### src/verilog/cache_defs.svh
`ifndef CACHE_DEFS_SVH
`define CACHE_DEFS_SVH

// Index in bits 15..8, tag in 7..3 and byte offset in 2..0
`define ADDR_W          16
`define CACHE_INDEX_W   8
`define CACHE_TAG_W     5
`define CACHE_OFFSET_W  3

`define WORD_W          16

// One four-word line for each index
`define CACHE_LINES     256

// Cycles from a memory read request to its data word
`define MEM_RD_LATENCY  2

`endif

### src/verilog/cache_pkg.sv
`include "cache_defs.svh"

package cache_pkg;

	typedef struct packed {
		logic [`CACHE_INDEX_W-1:0]  index;
		logic [`CACHE_TAG_W-1:0]    tag;
		logic [`CACHE_OFFSET_W-1:0] offset;
	} cache_addr_t;

	// Word row, bank by word within the line, then the byte bit
	typedef struct packed {
		logic [`ADDR_W-`CACHE_OFFSET_W-1:0] row;
		logic [`CACHE_OFFSET_W-2:0]         bank;
		logic                               byte_sel;
	} mem_addr_t;

	typedef union packed {
		cache_addr_t cache;
		mem_addr_t   mem;
	} addr_t;

	typedef struct packed {
		logic                       enable;
		logic                       cmp;
		logic                       write;
		logic                       valid_in;
		logic [`CACHE_INDEX_W-1:0]  index;
		logic [`CACHE_OFFSET_W-1:0] offset;
		logic [`CACHE_TAG_W-1:0]    tag;
		logic [`WORD_W-1:0]         data;
	} cache_req_t;

	typedef struct packed {
		logic                    hit;
		logic                    dirty;
		logic                    valid;
		logic [`CACHE_TAG_W-1:0] tag;
		logic [`WORD_W-1:0]      data;
	} cache_rsp_t;

	typedef struct packed {
		logic               rd;
		logic               wr;
		addr_t              addr;
		logic [`WORD_W-1:0] data;
	} mem_req_t;

endpackage

### src/verilog/cache_controller.sv
`timescale 1ns/100ps
`include "cache_defs.svh"

module cache_controller
	import cache_pkg::*;
(
	input  logic               clk,
	input  logic               reset,
	input  addr_t              addr,
	input  logic [`WORD_W-1:0] data_in,
	input  logic               rd,
	input  logic               wr,
	input  cache_rsp_t         cache_rsp,
	input  logic [`WORD_W-1:0] mem_data,
	output cache_req_t         cache_req,
	output mem_req_t           mem_req,
	output logic               done,
	output logic               cache_hit,
	output logic               stall
);

	localparam logic [3:0] st_idle     = 4'b0000;
	localparam logic [3:0] st_hit      = 4'b0001;
	localparam logic [3:0] st_cmp_rd_0 = 4'b0010;
	localparam logic [3:0] st_cmp_wt_0 = 4'b0011;
	localparam logic [3:0] st_acc_rd_0 = 4'b0100;
	localparam logic [3:0] st_acc_rd_1 = 4'b0101;
	localparam logic [3:0] st_acc_rd_2 = 4'b0110;
	localparam logic [3:0] st_acc_rd_3 = 4'b0111;
	localparam logic [3:0] st_acc_wt_0 = 4'b1000;
	localparam logic [3:0] st_acc_wt_1 = 4'b1001;
	localparam logic [3:0] st_acc_wt_2 = 4'b1010;
	localparam logic [3:0] st_acc_wt_3 = 4'b1011;
	localparam logic [3:0] st_acc_wt_4 = 4'b1100;
	localparam logic [3:0] st_acc_wt_5 = 4'b1101;
	localparam logic [3:0] st_cmp_wt_1 = 4'b1110;
	localparam logic [3:0] st_cmp_rd_1 = 4'b1111;

	logic [3:0] state;
	logic [3:0] next_state;
	logic [1:0] step_word;
	logic [1:0] fill_wr_step;

	// Write-back and fill reads walk the line word by word
	assign step_word = state[1:0];

	// Cache writes of the fill trail the memory reads by two states
	assign fill_wr_step = state[1:0] - 2'd2;

	always_ff @(posedge clk)
	begin
		if (reset)
			state <= st_idle;
		else
			state <= next_state;
	end

	always_comb
	begin
		next_state = state;
		done = 1'b0;
		cache_hit = 1'b0;
		stall = 1'b1;

		cache_req.enable = 1'b0;
		cache_req.cmp = 1'b0;
		cache_req.write = 1'b0;
		cache_req.valid_in = 1'b0;
		cache_req.index = addr.cache.index;
		cache_req.offset = addr.cache.offset;
		cache_req.tag = addr.cache.tag;
		cache_req.data = data_in;

		mem_req.rd = 1'b0;
		mem_req.wr = 1'b0;
		mem_req.addr = addr;
		mem_req.data = cache_rsp.data;

		case (state)
			st_idle:
			begin
				stall = 1'b0;
				if (rd)
					next_state = st_cmp_rd_0;
				else if (wr)
					next_state = st_cmp_wt_0;
			end

			st_cmp_rd_0, st_cmp_wt_0:
			begin
				cache_req.enable = 1'b1;
				cache_req.cmp = 1'b1;
				cache_req.write = (state == st_cmp_wt_0);
				if (cache_rsp.hit)
					next_state = st_hit;
				else if (cache_rsp.dirty && cache_rsp.valid)
					next_state = st_acc_rd_0;
				else
					next_state = st_acc_wt_0;
			end

			st_hit:
			begin
				// Plain lookup so the read word is on data_out
				cache_req.enable = 1'b1;
				done = 1'b1;
				cache_hit = 1'b1;
				next_state = st_idle;
			end

			st_acc_rd_0, st_acc_rd_1, st_acc_rd_2, st_acc_rd_3:
			begin
				// Old line goes back under its stored tag
				cache_req.enable = 1'b1;
				cache_req.offset = {step_word, 1'b0};
				mem_req.wr = 1'b1;
				mem_req.addr.cache.tag = cache_rsp.tag;
				mem_req.addr.cache.offset = {step_word, 1'b0};
				next_state = state + 4'd1;
			end

			st_acc_wt_0, st_acc_wt_1, st_acc_wt_2,
			st_acc_wt_3, st_acc_wt_4, st_acc_wt_5:
			begin
				cache_req.enable = 1'b1;
				if (state <= st_acc_wt_3)
				begin
					mem_req.rd = 1'b1;
					mem_req.addr.cache.offset = {step_word, 1'b0};
				end
				if (state >= st_acc_wt_2)
				begin
					cache_req.write = 1'b1;
					cache_req.valid_in = 1'b1;
					cache_req.offset = {fill_wr_step, 1'b0};
					cache_req.data = mem_data;
				end
				if (state == st_acc_wt_5)
				begin
					if (rd)
						next_state = st_cmp_rd_1;
					else if (wr)
						next_state = st_cmp_wt_1;
					else
						next_state = st_idle;
				end
				else
				begin
					next_state = state + 4'd1;
				end
			end

			st_cmp_rd_1, st_cmp_wt_1:
			begin
				// Line is now resident so the original access completes
				cache_req.enable = 1'b1;
				cache_req.cmp = 1'b1;
				cache_req.write = (state == st_cmp_wt_1);
				done = 1'b1;
				next_state = st_idle;
			end
		endcase
	end

	a_rd_wr_exclusive: assert property (
		@(posedge clk) disable iff (reset)
		!stall |-> !(rd && wr))
		else $error("rd and wr both high on an accepted request");

	// Requester must drop rd and wr after done
	a_done_single: assert property (
		@(posedge clk) disable iff (reset)
		done |=> !done)
		else $error("done high two cycles in a row");

endmodule

### config.mk
export PLATFORM = sky130hd
export DESIGN_NAME = cache_controller
export DESIGN_NICKNAME = d
export VERILOG_FILES = /design/src/verilog/cache_pkg.sv /design/src/verilog/cache_controller.sv
export VERILOG_INCLUDE_DIRS = /design/src /design/src/verilog
export SDC_FILE = /design/constraint.sdc
export NUM_CORES = 1
export LEC_CHECK = 0
export ABC_CLOCK_PERIOD_IN_PS = 4400
export BUFFER_PORTS_ARGS = -buffer_cell sky130_fd_sc_hd__buf_2
export CAP_MARGIN = 20
export CORE_ASPECT_RATIO = 0.5
export CORE_MARGIN = 1.5
export CORE_UTILIZATION = 36
export DETAILED_ROUTE_END_ITERATION = 12
export PLACE_DENSITY = 0.87
export SETUP_SLACK_MARGIN = 0.2
export SLEW_MARGIN = 15
export SYNTH_ARGS = -nofsm -noshare
export SYNTH_HDL_FRONTEND = slang
export SYNTH_SLANG_ARGS = --single-unit
### constraint.sdc
create_clock -name clk -period 4.4 [get_ports clk]
set_input_delay 0.44 -clock clk [delete_from_list [all_inputs] [get_ports clk]]
set_output_delay 0.44 -clock clk [all_outputs]
set_load 0.02 [all_outputs]
==> results of run 1 <==
[where the power goes]
part / switching [mW] / total [mW] / internal (mW)
clock network: 0.0197 / 0.0780 / 0.0584
logic: 0.250 / 0.405 / 0.154
registers: 0.0208 / 0.0661 / 0.0453
[per-layer routing]
| layer | routed length (µm) | global-route usage [%] |
|---|---|---|
| met1 | 1562 | 25.25 |
| met2 | 2050 | 36.69 |
| met3 | 503 | 7.276 |
| met4 | 48 | 3.871 |
| met5 | 0 | 0 |
[layout by cell type (no fill, tap or decap), drive strengths merged, types with 2 or more instances in the layout]
cell    instances
a211oi          3
a221oi          2
o21bai          2
nand4           2
buf            93
dfxtp           4
nand3           3
mux2           19
inv             6
clkbuf          3
nand2          20
or4             2
nor2b           2
nor2           10
nor3            2
o21ai           4
ha              6
a31oi           3
a21oi           2
[critical path, cell delays in order (launching register included)]
cell	delay [ns]
dfxtp_1	0.45
inv_1	0.20
ha_1	0.36
or2_2	0.35
o21ai_0	0.47
a2bb2oi_1	0.25
a21oi_1	0.10
buf_2	0.17
[layout make-up]
| type | instances | share of cell area [%] |
|---|---|---|
| clock buffer | 3 | 2.813 |
| inverter | 7 | 1.961 |
| sequential | 4 | 5.456 |
| tap | 40 | 3.410 |
| timing repair buffer | 93 | 31.88 |
| multi-input combinational | 102 | 54.48 |
[logic make-up after synthesis]
logic type,count (synthesis),share of synthesized area [%]
simple gates,51,21.35
fa+ha+maj,6,6.042
flops,4,6.445
buf+inv,52,29.20
compound gates,26,19.13
mux,19,17.82
[worst max-delay path by stage]
| stage | endpoint | start | cells past startpoint |
|---|---|---|---|
| finish | cache_req[23] | state[1] | 7 |
| global route | cache_req[23] | state[1] | 7 |
| CTS | cache_req[23] | state[1] | 7 |
| detailed placement | cache_req[22] | state[1] | 8 |
| floorplan | cache_req[21] | state[1] | 7 |
| global placement | cache_req[22] | state[0] | 8 |
==> flow_summary.toml, run 1 <==
[drt]
wirelength_mm = 4.164
drcViolationCount = 0
viasPerCell = 5.386
num_vias = 1341
postRouteAntennaNets = 0
drt_first_pass_iters = 4
wl_per_cell_um = 16.72
dr.first_iter.drc_count = 230

[clocking]
cts_resized = 0
clk_path_buf_depth = 2
numCtsBuffers = 3
cts-root-buf = "clkbuf_8"
htreeDepth = 1
clock_latency_ns = 0.22
cts_hold_buf = 0
cts_setup_buffers = 0
clkSlewWorstSetupHoldPaths_ns = 0.03
cts_sinks = 4
cts_tree = "built"

[status]
outcome = "completed"

[timing]
rsz0062_at_grt = "false"
setup_tns_ns = 0
setup_viol = 0
period_share_pct = 68.26
slew_headroom_pct = 45.63
hold_viol_final = 0
tightest_slew_ns = 0.8054
maxSlewViolCount = 0
fin_hold_ws_ns = 0.4147
setup_ws_ns = 1.397
final.min_clock_period_ns = 3.003
clock.fmax_ghz = 0.3330
fin_skew_ns = 0.001733

[finish]
drive_above_1_share_pct = 60.29
fin_cells = 249
register_area_um2 = 80.08
multi_input_area_um2 = 799.5
n_fill_cell = 285
utilization_pct = 46.81
largest_reg_flops = 4
num_antenna_cells = 0
max_flop_register = "state"
nets = 293
syn2layout_area_growth_pct = 18.13
reg_top3 = "state x4"
fin_area_um2 = 1468

[synthesis]
yosysMostFrequentCell = "buf_4"
synth.yosys.seq_area_share_pct = 6.445
synth_seq_cells = 4
synth_top_area_share_pct = 23.56
synth_common_cells = "buf_4 (39), nand2_1 (20), mux2_2 (17)"
yosys.area.top_type = "buf_4"
syn-cell-area_um2 = 1242
ys_warn_count = 0
yosys-top-cells-area = "buf_4 (24%), mux2_2 (15%), dfxtp_1 (6.4%)"
ys_dominant_reg_cell = "dfxtp_1"
synth_edf_count = 0
ys_types = 51
postSynth.asyncResetShare_pct = 0
syn_nets = 240
syn_area_per_cell_um2 = 7.864
netlist_instances = 158

[critical_path]
cp.required_ns = 3.96
rr_worst_depth = 5
r2r-start = "state[0]"
crit_fanout = 9
crit_path_start_kind = "flop"
endpoint_kind = "primary output"
crit_type = "reg2out"
r2r_setup_slack_ns = 1.75
reg2reg_to = "state[0]"
critPathArrivalTime_ns = 2.56

[global_routing]
grt_use_total_pct = 20.81
grt_pass1_vias = 1240
grt_pass1_wl_mm = 6.009
grt_overflow = 0
antenna_found_initial = 0
grt_start_max_net_pins = 21

[floorplanning]
die-area_um2 = 3834
io_pins = 149
die_w_um = 86.08
rows = 14
start_util_pct = 39.62
core-area_um2 = 3136
die_height_um = 44.54

[pwr]
leakagePower_nw = 0.7705
peakVddDrop_v = 0.0001359
p_total_mw = 0.5486
p_per_area_nw_per_um2 = 373.8

[placed_design]
numPortBuffers = 92
hpwlAfterDp_mm = 3.488
place_ws_ns = 1.667
place_area_um2 = 1426
place.gp.congestion = 0.9676
placed_cells_incl_taps = 246

[run]
drv_cap = 0

[min_path]
min_to = "state[1]"
holdPathStages = 2
hold_path_class = "in2reg"
min_from = "reset"
Note: power is estimated with default switching activity, not from simulation.
==> run 2: changes to the inputs <==
Settings changed: ABC_CLOCK_PERIOD_IN_PS 4400 to 2700, CORE_UTILIZATION 36 to 30, PLACE_DENSITY 0.87 to 0.77.
Clock period 4.4 ns to 2.7 ns, I/O delays scaled along.
==> run 2 against run 1 <==
Effect of this change: global-route usage fell by 4.4 points; clock skew rose by 0.00089 ns; register-to-register slack got worse by 1.2 ns; die area rose by 19%; sequential power rose by 100%; final area rose by 14%; combinational power rose by 94%; power rose by 90%; via count rose by 4.5%; final cell count rose by 9.6%; sequential share of layout area fell by 0.15 points; non-clock buffer count rose by 10; critical path type unchanged.
==> flow_summary.toml, run 2 (synthesis results as in run 1) <==
[status]
outcome = "completed"

[floorplanning]
rows = 16
io_pins = 149
die_height_um = 48.51
start_util_pct = 31.50
die-area_um2 = 4560
die_w_um = 94.01
core-area_um2 = 3944

[critical_path]
startpoint = "state[1]"
critPathArrivalTime_ns = 2.19
crit_fanout = 12
endpoint_kind = "primary output"
reg2reg_to = "state[0]"
cp.required_ns = 2.43
crit_path_start_kind = "flop"
rr_worst_depth = 7
r2r_setup_slack_ns = 0.54
r2r-start = "state[1]"
crit_type = "reg2out"

[finish]
num_antenna_cells = 0
reg_top3 = "state x4"
syn2layout_area_growth_pct = 34.84
fin_cells = 273
drive_above_1_share_pct = 68.04
utilization_pct = 42.48
layout_commonest_cell = "buf_2"
mostFrequentLayoutCells = "buf_2 (91), nand2_1 (20), mux2_2 (17)"
max_flop_register = "state"
largest_reg_flops = 4
nets = 303

[clocking]
clkSlewWorstSetupHoldPaths_ns = 0.03
cts_hold_buf = 0
numCtsBuffers = 3
htreeDepth = 1
clock_latency_ns = 0.22
clk_path_buf_depth = 2
cts_tree = "built"
cts-root-buf = "clkbuf_8"
cts_sinks = 4

[global_routing]
grt_pass1_vias = 1242
antenna_found_initial = 0
grt_use_total_pct = 16.45
grt_pass1_wl_mm = 6.016
grt_overflow = 0
grt_start_max_net_pins = 21

[pwr]
pwr-share-clk_pct = 12.0
net-switching-power_mw = 0.5261
leakagePower_nw = 0.8264
power.internal_mw = 0.5158
power_frac_comb_pct = 75.2
peakVddDrop_v = 0.0001908
p_per_area_nw_per_um2 = 621.9
seq_power_share_pct = 12.8
swShare_pct = 50.49

[placed_design]
place.gp.congestion = 0.8298
hpwlAfterDp_mm = 3.055
placed_cells_incl_taps = 263
numPortBuffers = 92

[drt]
wl_per_cell_um = 15.21
viasPerCell = 5.132
dr.first_iter.drc_count = 164
postRouteAntennaNets = 0
drt_first_pass_iters = 4
drcViolationCount = 0
wirelength_mm = 4.153
num_vias = 1401

[timing]
hold_viol_final = 0
fin_skew_ns = 0.002626
maxSlewViolCount = 0
setup_viol = 0
rsz0062_at_grt = "false"
final.min_clock_period_ns = 2.461
setup_tns_ns = 0
slew_headroom_pct = 53.08
period_share_pct = 91.16
tightest_slew_ns = 0.6950
clock.fmax_ghz = 0.4063

[run]
drv_cap = 0

[min_path]
holdPathStages = 2
min_to = "state[1]"
hold_path_class = "in2reg"
min_from = "reset"
-- run 2: cell count changes in the layout (fill, tap and decap cells not counted), moves of 2 or more --
cell     before  now
inv_1         5    3
ha_4          0    6
dfxtp_1       4    1
ha_1          6    0
buf_4         1   11
dfxtp_4       0    2
-- run 2: how the worst max path moves through the flow --
| stage | endpoint | cells after the start |
|---|---|---|
| after global routing | cache_req[22] | 8 |
| final | cache_req[22] | 8 |
| after global placement | cache_req[22] | 8 |
| after floorplan | cache_req[21] | 7 |
| after CTS | cache_req[22] | 8 |
| after detailed placement | cache_req[22] | 8 |
-- run 2: final cells by class --
class | count | area, µm²
Fill cell | 364 | 2268
Multi-Input combinational cell | 102 | 877.1
Timing Repair Buffer | 103 | 558.0
Sequential cell | 4 | 88.84
Tap cell | 54 | 67.56
Inverter | 7 | 42.54
Clock buffer | 3 | 41.29
-- run 2: stage by stage --
step | hold WS, ns | power, mW | setup WS [ns] | instance area, µm²
2_1_floorplan | 0.3428 | 0.6423 | 0.3325 | 1242
3_3_place_gp | 0.4547 | 0.7473 | 0.2042 | 1479
3_5_place_dp | 0.4569 | 0.7623 | 0.1238 | 1479
4_1_cts | 0.2216 | 0.9155 | 0.2028 | 1553
5_1_grt | 0.2250 | 1.104 | 0.1812 | 1675
6_report | 0.2274 | 1.042 | 0.2387 | 1675
-- run 2: routing by layer --
metal	global-route usage (%)	up-vias	part of all wire [%]
li1	-	649	-
met5	0	-	0
met2	26.57	77	50
met4	5.473	0	1.3
met3	5.189	14	11
met1	20.80	661	38
-- run 2: power by group through the flow --
stage	clock, mW	sequential, mW	combinational, mW
final	0.125	0.133	0.784
after detailed placement	0	0.108	0.654
after CTS	0.128	0.118	0.669
after global routing	0.137	0.136	0.831
after floorplan	0	0.0935	0.549
after global placement	0	0.104	0.643
-- run 2: timing repair --
| action | CTS | global route |
|---|---|---|
| gates resized for setup | 10 | 16 |
| endpoints found under the setup margin | 23 | 17 |
| setup buffers | 2 | 5 |
| pin swaps | 1 | 2 |
-- run 2: critical path: stages, from the launching register on --
cell	delay [ns]
dfxtp_4	0.44
inv_8	0.07
ha_4	0.17
or4_4	0.50
nand3_4	0.15
inv_6	0.07
nor2_2	0.08
mux2_2	0.33
buf_4	0.16
==> run 3: changes to the inputs <==
Settings changed: ABC_CLOCK_PERIOD_IN_PS 2700 to 2900, CORE_UTILIZATION 30 to 36, PLACE_DENSITY 0.77 to 0.87.
Clock period 2.7 ns to 2.9 ns, I/O delays scaled along.
==> run 3 against run 2 <==
Effect of this change: first-iteration DRC count grew 110%; wire length grew 3.4%; critical path depth is the same; combinational power shrank 19%.
==> flow_summary.toml, run 3 (synthesis results as in run 1) <==
[finish]
mostFrequentLayoutCells = "buf_2 (92), nand2_1 (20), mux2_2 (17)"
fin_cells = 252
syn2layout_area_growth_pct = 21.35
largest_reg_flops = 4
layout_commonest_cell = "buf_2"
nets = 296
multi_input_area_um2 = 812.0
reg_top3 = "state x4"
n_fill_cell = 274
num_antenna_cells = 0
drive_above_1_share_pct = 64.62
max_flop_register = "state"
register_area_um2 = 85.08

[floorplanning]
die_w_um = 86.08
die_height_um = 44.54
die-area_um2 = 3834
start_util_pct = 39.62
rows = 14
core-area_um2 = 3136
io_pins = 149

[pwr]
net-switching-power_mw = 0.4515
peakVddDrop_v = 0.0002120
seq_power_share_pct = 12.3
p_per_area_nw_per_um2 = 570.5
power.internal_mw = 0.4087
pwr-share-clk_pct = 13.9
swShare_pct = 52.48
power_frac_comb_pct = 73.8
leakagePower_nw = 0.7755

[critical_path]
crit_type = "reg2out"
endpoint_kind = "primary output"
critPathArrivalTime_ns = 2.35
crit_path_cell_trace = "inv_2, ha_1, or4_4, nand3_4, inv_4, nor2_1, mux2_2, buf_2"
crit_fanout = 12
crit_path_start_kind = "flop"
rr_worst_depth = 6
crit_path_top_delay_cell = "or4_4"
r2r_setup_slack_ns = 0.52
startpoint = "state[1]"
cp_slowest_stage_delay_ns = 0.50
r2r-start = "state[1]"
reg2reg_to = "state[0]"
cp.required_ns = 2.61
endpoint = "cache_req[22]"

[global_routing]
grt_overflow = 0
grt_use_total_pct = 20.28
grt_pass1_vias = 1193
antenna_found_initial = 0
grt_start_max_net_pins = 21
grt_pass1_wl_mm = 5.871

[placed_design]
placed_cells_incl_taps = 246
numPortBuffers = 92
place.gp.congestion = 0.9672
hpwlAfterDp_mm = 3.408

[min_path]
hold_path_class = "in2reg"

[drt]
drt_first_pass_iters = 4
postRouteAntennaNets = 0
dr.first_iter.drc_count = 347
wl_per_cell_um = 17.04
viasPerCell = 5.476
drcViolationCount = 0
wirelength_mm = 4.293
num_vias = 1380

[clocking]
clk_path_buf_depth = 2
cts_hold_buf = 0
htreeDepth = 1
cts-root-buf = "clkbuf_8"
cts_tree = "built"
cts_sinks = 4
clock_latency_ns = 0.22
clkSlewWorstSetupHoldPaths_ns = 0.03
numCtsBuffers = 3

[timing]
tightest_slew_ns = 0.8345
fin_skew_ns = 0.003094
period_share_pct = 90.87
maxSlewViolCount = 0
rsz0062_at_grt = "false"
setup_tns_ns = 0
slew_headroom_pct = 43.66
hold_viol_final = 0
clock.fmax_ghz = 0.3795
final.min_clock_period_ns = 2.635
setup_viol = 0

[run]
drv_cap = 0

[status]
outcome = "completed"
-- run 3: critical path: cells and delay by family, from the launching register on --
kind / cells / cell delay (ns)
buffers and inverters: 3 / 0.37
adders and majority gates: 1 / 0.26
and+or+nand+nor: 3 / 0.76
muxes: 1 / 0.33
DFF: 1 / 0.39
-- run 3: power groups by stage --
| stage | Combinational (mW) | Clock (mW) | Sequential (mW) |
|---|---|---|---|
| after floorplan | 0.511 | 0 | 0.0871 |
| after global placement | 0.592 | 0 | 0.0961 |
| after global routing | 0.669 | 0.127 | 0.108 |
| final | 0.635 | 0.119 | 0.106 |
| after detailed placement | 0.601 | 0 | 0.0995 |
| after CTS | 0.612 | 0.121 | 0.102 |
-- run 3: metrics by stage --
step	instance area [µm²]	setup slack, ns	total power [mW]	utilization, %	hold slack, ns
final	1508	0.2647	0.8602	48.08	0.2641
after global routing	1508	0.2076	0.9032	48.08	0.2665
after CTS	1475	0.2179	0.8349	47.05	0.2550
after detailed placement	1426	0.3167	0.7001	45.49	0.4885
after global placement	1426	0.3825	0.6883	45.49	0.4879
after floorplan	1242	0.5125	0.5980	-	0.3628
-- run 3: area by class of cell --
class	count	share of cell area (%)
Inverter	7	1.909
Clock buffer	3	2.739
Timing Repair Buffer	96	32.53
Tap cell	40	3.319
Sequential cell	4	5.643
Multi-Input combinational cell	102	53.86
-- run 3: routing by layer --
| layer | track usage, % | vias to the layer above | routed length [µm] |
|---|---|---|---|
| met5 | 0 | - | 0 |
| met4 | 3.548 | 0 | 47 |
| met3 | 8.209 | 10 | 516 |
| met2 | 34.96 | 111 | 2120 |
| met1 | 24.59 | 633 | 1608 |
| li1 | - | 626 | - |
-- run 3: repair_timing --
item	4_1_cts	5_1_grt
setup buffers	0	3
gates resized for setup	6	4
endpoints found under the hold margin	0	0
setup endpoints to repair	20	17
pin swaps	0	0
-- run 3: worst min path at each step --
stage,cells after the start,start,end,slack (ns)
6_report,2,reset,state[1],0.26
5_1_grt,2,reset,state[1],0.27
4_1_cts,2,reset,state[1],0.25
3_5_place_dp,2,reset,state[1],0.49
3_3_place_gp,2,reset,state[1],0.49
2_1_floorplan,1,reset,state[1],0.36
